--- src/loader_pkg.sv ---
package loader_pkg;

    // Instruction word and UART byte sizes.
    localparam int WORD_BITS = 32;
    localparam int BYTE_BITS = 8;

    // Instruction memory geometry.
    localparam int MEM_DEPTH = 128;
    localparam int ADDR_BITS = $clog2(MEM_DEPTH);

    typedef logic [WORD_BITS-1:0] word_t;
    typedef logic [ADDR_BITS-1:0] addr_t;

    // An all-ones word terminates the program.
    localparam word_t END_MARKER = '1;

    // One received byte with its single-cycle strobe.
    typedef struct packed {
        logic                 valid;
        logic [BYTE_BITS-1:0] data;
    } rx_byte_t;

    // One write into the instruction memory.
    typedef struct packed {
        logic  en;
        addr_t addr;
        word_t data;
    } mem_wr_t;

    typedef enum logic [1:0] {
        IDLE,
        START,
        DATA,
        STOP
    } rx_state_t;

endpackage

--- src/instr_mem.sv ---
`timescale 1ns/100ps

module instr_mem (
    input  logic                i_clock,
    input  loader_pkg::mem_wr_t i_mem_wr,
    input  loader_pkg::addr_t   i_read_addr,
    output loader_pkg::word_t   o_read_data
);

    import loader_pkg::*;

    word_t mem [MEM_DEPTH];

    // Single write port fed by the assembler.
    always_ff @(posedge i_clock) begin
        if (i_mem_wr.en) begin
            mem[i_mem_wr.addr] <= i_mem_wr.data;
        end
    end

    // Registered read, returns the old word on a same-edge write.
    always_ff @(posedge i_clock) begin
        o_read_data <= mem[i_read_addr];
    end

endmodule

--- src/program_loader.sv ---
`timescale 1ns/100ps

module program_loader #(
    parameter int CLKS_PER_BIT = 16
) (
    input  logic              clock,
    input  logic              reset,
    input  logic              i_rx,
    input  loader_pkg::addr_t i_fetch_addr,
    output loader_pkg::word_t o_fetch_data,
    output logic              o_load_done,
    output logic              o_frame_error
);

    import loader_pkg::*;

    // Byte strobe from the receiver.
    rx_byte_t rx_byte;

    // Word writes into the instruction memory.
    mem_wr_t mem_wr;

    uart_rx #(
        .CLKS_PER_BIT (CLKS_PER_BIT)
    ) uart_rx_i (
        .i_clock       (clock),
        .i_reset       (reset),
        .i_rx          (i_rx),
        .o_byte        (rx_byte),
        .o_frame_error (o_frame_error)
    );

    word_assembler word_assembler_i (
        .i_clock  (clock),
        .i_reset  (reset),
        .i_byte   (rx_byte),
        .o_mem_wr (mem_wr),
        .o_done   (o_load_done)
    );

    // Processor fetches go straight to the read port.
    instr_mem instr_mem_i (
        .i_clock     (clock),
        .i_mem_wr    (mem_wr),
        .i_read_addr (i_fetch_addr),
        .o_read_data (o_fetch_data)
    );

endmodule

--- src/uart_rx.sv ---
`timescale 1ns/100ps

module uart_rx #(
    parameter int CLKS_PER_BIT = 16
) (
    input  logic                 i_clock,
    input  logic                 i_reset,
    input  logic                 i_rx,
    output loader_pkg::rx_byte_t o_byte,
    output logic                 o_frame_error
);

    import loader_pkg::*;

    // Baud counter sized for a full bit period.
    localparam int CNT_BITS = $clog2(CLKS_PER_BIT);
    localparam logic [CNT_BITS-1:0] LAST_COUNT = CNT_BITS'(CLKS_PER_BIT - 1);
    localparam logic [CNT_BITS-1:0] HALF_COUNT = CNT_BITS'(CLKS_PER_BIT / 2 - 1);
    localparam logic [2:0] LAST_BIT = 3'(BYTE_BITS - 1);

    rx_state_t state;

    logic [CNT_BITS-1:0]  baud_count;
    logic [2:0]           bit_index;
    logic [BYTE_BITS-1:0] shift_reg;
    logic                 byte_valid;
    logic                 rx_meta;
    logic                 rx_sync;
    logic                 bit_tick;
    logic                 data_tick;

    // Two-flop synchronizer, line idles high.
    always_ff @(posedge i_clock) begin
        if (i_reset) begin
            rx_meta <= 1'b1;
            rx_sync <= 1'b1;
        end else begin
            rx_meta <= i_rx;
            rx_sync <= rx_meta;
        end
    end

    // Middle of a data or stop bit.
    assign bit_tick  = (baud_count == LAST_COUNT);
    assign data_tick = (state == DATA) && bit_tick;

    always_ff @(posedge i_clock) begin
        if (i_reset) begin
            state         <= IDLE;
            baud_count    <= '0;
            bit_index     <= '0;
            byte_valid    <= 1'b0;
            o_frame_error <= 1'b0;
        end else begin
            byte_valid    <= 1'b0;
            o_frame_error <= 1'b0;
            case (state)
                IDLE: begin
                    baud_count <= '0;
                    bit_index  <= '0;
                    if (!rx_sync) begin
                        state <= START;
                    end
                end
                START: begin
                    // Recheck the line at mid start bit to reject glitches.
                    if (baud_count == HALF_COUNT) begin
                        baud_count <= '0;
                        state      <= rx_sync ? IDLE : DATA;
                    end else begin
                        baud_count <= baud_count + 1'b1;
                    end
                end
                DATA: begin
                    if (bit_tick) begin
                        baud_count <= '0;
                        bit_index  <= bit_index + 1'b1;
                        if (bit_index == LAST_BIT) begin
                            state <= STOP;
                        end
                    end else begin
                        baud_count <= baud_count + 1'b1;
                    end
                end
                STOP: begin
                    // A low stop bit drops the byte and flags the error.
                    if (bit_tick) begin
                        baud_count    <= '0;
                        byte_valid    <= rx_sync;
                        o_frame_error <= !rx_sync;
                        state         <= IDLE;
                    end else begin
                        baud_count <= baud_count + 1'b1;
                    end
                end
                default: begin
                    state <= IDLE;
                end
            endcase
        end
    end

    // Data arrives LSB first, so shift in from the top.
    always_ff @(posedge i_clock) begin
        if (data_tick) begin
            shift_reg <= {rx_sync, shift_reg[BYTE_BITS-1:1]};
        end
    end

    assign o_byte = '{valid: byte_valid, data: shift_reg};

endmodule

--- src/word_assembler.sv ---
`timescale 1ns/100ps

module word_assembler (
    input  logic                 i_clock,
    input  logic                 i_reset,
    input  loader_pkg::rx_byte_t i_byte,
    output loader_pkg::mem_wr_t  o_mem_wr,
    output logic                 o_done
);

    import loader_pkg::*;

    localparam addr_t LAST_ADDR = ADDR_BITS'(MEM_DEPTH - 1);

    word_t      word_reg;
    word_t      next_word;
    addr_t      wr_addr;
    logic [1:0] byte_count;
    logic       accept;
    logic       last_byte;
    logic       mem_en;
    addr_t      mem_addr;
    word_t      mem_data;

    // Bytes are ignored once the load has finished.
    assign accept    = i_byte.valid && !o_done;
    assign last_byte = (byte_count == 2'd3);

    // New byte enters at the top so the first one ends up as the LSB.
    assign next_word = {i_byte.data, word_reg[WORD_BITS-1:BYTE_BITS]};

    always_ff @(posedge i_clock) begin
        if (accept) begin
            word_reg <= next_word;
        end
    end

    // Control path.
    always_ff @(posedge i_clock) begin
        if (i_reset) begin
            byte_count <= '0;
            wr_addr    <= '0;
            o_done     <= 1'b0;
            mem_en     <= 1'b0;
        end else begin
            mem_en <= 1'b0;
            if (accept) begin
                byte_count <= byte_count + 1'b1;
                if (last_byte) begin
                    if (next_word == END_MARKER) begin
                        o_done <= 1'b1;
                    end else begin
                        mem_en  <= 1'b1;
                        wr_addr <= wr_addr + 1'b1;
                        // Memory full after this write.
                        if (wr_addr == LAST_ADDR) begin
                            o_done <= 1'b1;
                        end
                    end
                end
            end
        end
    end

    // The write payload is only meaningful while en is high.
    always_ff @(posedge i_clock) begin
        if (accept && last_byte) begin
            mem_addr <= wr_addr;
            mem_data <= next_word;
        end
    end

    assign o_mem_wr = '{en: mem_en, addr: mem_addr, data: mem_data};

endmodule

--- config.mk ---
export PLATFORM = sky130hd
export DESIGN_NAME = program_loader
export DESIGN_NICKNAME = d
export VERILOG_FILES = /design/src/loader_pkg.sv /design/src/instr_mem.sv /design/src/program_loader.sv /design/src/uart_rx.sv /design/src/word_assembler.sv
export SDC_FILE = /design/constraint.sdc
export NUM_CORES = 2
export LEC_CHECK = 0
export ABC_AREA = 1
export BUFFER_PORTS_ARGS = -buffer_cell sky130_fd_sc_hd__buf_2
export CAP_MARGIN = 40
export CORE_MARGIN = 5
export CORE_UTILIZATION = 30
export CTS_CLUSTER_SIZE = 20
export DETAILED_ROUTE_END_ITERATION = 8
export GPL_TIMING_DRIVEN = 1
export HOLD_SLACK_MARGIN = 0.06
export SLEW_MARGIN = 30
export SYNTH_ARGS = -nofsm -noshare
export SYNTH_HDL_FRONTEND = slang
export SYNTH_SLANG_ARGS = --single-unit
--- constraint.sdc ---
create_clock -name clock -period 3.21 [get_ports clock]
set_clock_uncertainty 0.15 [all_clocks]
set_input_delay 0.1605 -clock clock [delete_from_list [all_inputs] [get_ports clock]]
set_output_delay 0.1605 -clock clock [all_outputs]
set_load 0.02 [all_outputs]
Word-level counts from Yosys, hierarchy flattened --
Memories as Yosys holds them, arrays and structs flattened. A register that Yosys moved wholly into a read port is not among the register bits. Index checks and enable logic that the tools add are counted.
Storage, ports and cells: flip-flop bits (word level) 103, word-level logic and storage cells 71, output and inout bits 34, input port bits 10, memories kept 1, bits in writable memories 4096
Memory list:
- instr_mem_i.mem | words 128, bits a word 32, rd ports 1, clocked after Yosys merged registers in 1, write ports 1, line instr_mem.sv:12 | word_t mem [MEM_DEPTH];
Operators by class: mux-type cells 17, reductions and logical operators 15, eq/ne operators 14, add/subtract/negate cells 4, bitwise logic cells 5
Operator list (count):
- $eq A32 B32 Y1 const B | 1
- $mux W2 | 6
- $pmux W4 S3 | 1
- $mux W4 | 2
- $pmux W2 S4 | 1
- $add A7 B1 Y7 const B | 1
- $eq A7 B7 Y1 const B | 1
- $eq A2 B2 Y1 const B | 3
- $ne A2 B1 Y1 const B | 3
- $pmux W3 S2 | 1
- $reduce_and A3 Y1 | 2
- $reduce_or A3 Y1 | 2
- $mux W1 | 5
- $not A1 Y1 | 5
- $reduce_and A5 Y1 | 1
- $add A4 B1 Y4 const B | 1
- $eq A4 B3 Y1 const B | 1
- $eq A4 B4 Y1 const B | 1
- $ne A2 B2 Y1 const B | 2
- $reduce_bool A2 Y1 | 2
- $add A3 B1 Y3 const B | 1
- $eq A3 B3 Y1 const B | 1
- $logic_and A1 B1 Y1 | 3
- $mux W3 | 1
- other kinds (6) | 7

Logic depth before layout (Yosys ltp) --
depth in word-level cells 4, mapped depth 13, mapped depth without buffers 9

Cells and area by module --
Synthesis repeated with hierarchy kept, for this count alone.
Unflattened totals: cells, all modules 13634, area, all modules 168002.4 um^2
Modules (own cells, without submodules):
- instr_mem | times used 1, seq. area each 123638.6 um^2, cells each 13389, area each 164634.1 um^2
- word_assembler | times used 1, seq. area each 2112.0 um^2, cells each 169, area each 2573.7 um^2
- uart_rx | times used 1, seq. area each 500.5 um^2, cells each 76, area each 794.5 um^2

Worst setup path after synthesis --
Ideal clock, no wire load.
path type reg-to-reg, start reg word_assembler_i.o_done, end reg word_assembler_i.wr_addr[0], data required time 2933 ps, setup time 127 ps, path slack -351 ps, period minus slack after synthesis 3561 ps, arrival 3283 ps, stages on the path, launching flop included 7, buffers on the path 0, cell sequence dfxtp_1 -> inv_1 -> nand2_1 -> nor2_1 -> nand2_1 -> o21ai_0 -> a21oi_1
Between the ends: word-level cells in the longest chain between the ends 3
Ends and longest elaborated chain:
- from (decl) | line word_assembler.sv:8 | output logic o_done
- from (signal assigned) | line word_assembler.sv:43 | o_done <= 1'b0;
- from (signal assigned) | line word_assembler.sv:51 | o_done <= 1'b1;
- from (signal assigned) | line word_assembler.sv:57 | o_done <= 1'b1;
- $logic_not A1 Y1 | line word_assembler.sv:26 | assign accept = i_byte.valid && !o_done;
- $logic_and A1 B1 Y1 | line word_assembler.sv:26
- $reduce_and A3 Y1 (no line)
- to (signal assigned) | line word_assembler.sv:54 | wr_addr <= wr_addr + 1'b1;
- to (decl) | line word_assembler.sv:17 | addr_t wr_addr;
No other way between the ends. A chain may end at the register's enable or synchronous reset.

==> summary.txt <==
Status
  – Status: finished clean

Floorplan
  – Initial Utilization: between 30% and 40%
  – Die Width: ~760 um
  – Boundary Pins: 44
  – Row cnt: about 280
  – Core area: approximately 560000 um^2
  – Full die area: roughly 580000 um^2
  – Die height: 759 um

Synthesis
  – Largest family of logic cells by synthesized area: simple AND/OR/NAND/NOR gates
  – Ranking of synthesized cells by area: edfxtp_1, nand3_1, nand2_1, buf_2, dfxtp_1
  – Leading area contributor after synthesis: edfxtp_1
  – Synth Net Count: ~14000
  – Synth Warn #: 0
  – Mux contribution to synthesized area: 0%
  – Synthesized cell area: around 170000 um^2
  – Syn_area_per_cell: around 12 um^2
  – Synth Area in XOR/XNOR: less than 1%
  – Number of flops mapped to enable cells by yosys: between 4000 and 5000
  – Primary FF master, synth: edfxtp_1
  – Post-synthesis sequential area ratio: between 70% and 80%
  – Top-count cell post-synth: nand2_1
  – Ys async rst share: 0%
  – Post-synthesis compound-gate area fraction: 0.0587%
  – Post-Synth Adder-Cell Area: less than 1%
  – Yosys top cell area share: between 70% and 80%
  – Commonest cells post-synth: nand2_1, edfxtp_1, nand3_1
  – Synth Area in Simple Gates: between 20 and 25%
  – Distinct cells, synth: 26
  – Post-Syn Instances: ~14000
  – FF+latch count, synth: about 4200

Min path
  – Type of the tightest min-delay check: in -> reg
  – Hold path start: i_fetch_addr[2]

Setup path
  – CP Capture Type: register
  – Critical path class: in -> reg
  – Data arrival, critical path: about 3.8 ns
  – Crit start category: input port
  – Reg-to-Reg Start: instr_mem_i.mem[89][10]$_DFFE_PP_
  – Worst-path fanout max: 27
  – Crit. Startpoint: i_fetch_addr[3]
  – Worst EP required: 3.92 ns

Final layout
  – Biggest register: instr_mem_i.mem
  – Finished Layout Cells: around 22000
  – Largest regs: instr_mem_i.mem: 4096 flops, instr_mem_i.o_read_data: 32 flops, word_assembler_i.mem_data: 32 flops
  – Fin area: just under 200000 um^2
  – Layout area overhead: 16.3%
  – Layout cells sized above 1: 9.74%
  – # nets final: between 10000 and 15000
  – Max reg flops: 4096

Timing
  – Setup violators final: 0
  – Final Hold Vio Count: 0
  – Slew margin rel.: around 39%
  – Slew Limit Fails: 0
  – Slew @ Worst Pin: about 0.9 ns
  – Final setup margin: between 0.1 and 0.15 ns
  – Fmax: 326 MHz
  – Fin crit share: ~95%
  – TNS Setup: 0 ns
  – Min cycle time layout: 3.06 ns
  – RSZ-0062 raised after global routing: false

Clock network
  – H-tree levels: 5
  – CTS buffer count: 436
  – Clk Latency, worst-skew pair: 0.98 ns
  – Max clock buf depth: 4
  – Total clock sinks: about 4200
  – CTS tree: built
  – Clock Tree Root: clkbuf_16
  – Reg clk slew, reported paths: 0.06 ns
  – Postcts setup bufs: 0

Placement
  – Placed Cells: 20800
  – Port-buffer cells: between 40 and 50
  – Routability cong.: 0.822
  – Post-DP Area: approximately 180000 um^2
  – DP Wirelength: 275000 um
  – Pre-CTS WS: -0.0162 ns

Routing
  – Wirelength, routed: 503000 um
  – DR vias/cell: 5.10
  – DRT Pass-1 Iters: 5
  – Final ANT Viol Nets: 0
  – DRC: 0
  – Vias after detailed routing: 110000
  – DRT iter0 DRCs: ~13000
  – Routed len/inst: around 23 um

GRT
  – Remaining global-route overflow: 0
  – Total track usage: 16.8%
  – Vias in the first global route: between 100k and 150k
  – Initial antenna violation count: 28
  – Largest net degree at the start of global routing: roughly 150
  – Global-route wire length before repair: 732000 um

Job
  – Maxcap violations: 0

Pwr
  – Pwr/cell area: approximately 600 nW/um^2
  – P_leak: ~0.067 uW
  – Max VDD drop: 0.468 mV
  – Tot Pwr: approximately 110000 uW
-- where the power goes --
group          switching, uW  leakage, uW  internal [uW]  total [uW]
combinational           4310       0.0222           1800        6110
clock                  21000      0.00669          27800       48900
sequential               183       0.0379          59700       59900
-- worst max-delay path, cell delays in order --
cell	delay, ns
dlygate4sd3_1	0.61
buf_8	0.24
inv_8	0.25
buf_12	0.27
buf_12	0.23
nand3_1	0.09
nand3_1	0.21
nand3_2	0.28
nand3_1	0.15
dlygate4sd3_1	0.58
nand2_1	0.05
dlygate4sd3_1	0.55
-- through the flow --
| stage | utilization (%) | hold WS, ns |
|---|---|---|
| floorplan | - | 0.0796 |
| global placement | 32.5 | 0.253 |
| detailed placement | 32.5 | 0.260 |
| CTS | 35.0 | 0.0759 |
| global route | 35.0 | 0.207 |
| finish | 35.0 | 0.172 |
-- final timing paths --
check	end	slack (ns)	cells past startpoint
hold / removal	instr_mem_i.o_read_data[28]$_DFF_P_	0.17	8
setup / recovery	instr_mem_i.o_read_data[10]$_DFF_P_	0.15	12
hold reg to reg	uart_rx_i.rx_sync$_SDFF_PP1_	0.27	1
setup reg to reg	instr_mem_i.o_read_data[10]$_DFF_P_	0.32	10
-- cells by family after synthesis --
family | count (synthesis)
AOI/OAI and AO/OA | 19
xor gates and xnor gates | 6
adders and majority gates | 5
buffers and inverters | 949
DFF | 4223
and+or+nand+nor | 8407
-- area by class of cell --
class | count | area (um^2)
Clock inverter | 233 | 2010
Multi-Input combinational cell | 8437 | 37900
Inverter | 39 | 199
Clock buffer | 575 | 11700
Timing Repair Buffer | 669 | 8590
Antenna cell | 10 | 25.0
Tap cell | 7479 | 9360
Sequential cell | 4223 | 126000
Fill cell | 53700 | 365000
-- placed cells by master, fill, tap and decap left out, types with 4 or more instances in the layout --
master and count:
nor3_1 9, nor2_1 27, ha_1 5, clkinv_1 105, clkbuf_8 8, nand4_1 6
clkbuf_1 124, nor2_4 129, inv_1 33, a21oi_1 12, clkbuf_16 443, buf_2 37
bufinv_16 29, clkinvlp_4 4, nand2_1 4175, nand2_2 8, buf_4 324, inv_16 9
dfxtp_1 56, inv_6 9, buf_12 283, nand3_1 4048, dlygate4sd3_1 14, edfxtp_1 4167
o21ai_0 5, clkinv_8 4, buf_8 7, clkinv_2 71, diode_2 10
-- per-layer routing --
metal	vias up	wire length [um]	share of wire, %	track usage [%]
li1	49200	-	-	-
met1	54900	210000	42	23.7
met2	5326	228000	45	26.1
met3	874	47100	9.4	2.74
met4	10	18200	3.6	5.85
met5	-	69	0.014	0
-- repair_timing --
item | in CTS | in global routing
hold buffers | 14 | 0
endpoints found under the setup margin | 0 | 1
hold endpoints to repair | 53 | 0
gates resized for setup | 0 | 1
(Power assumes the default switching activity.)
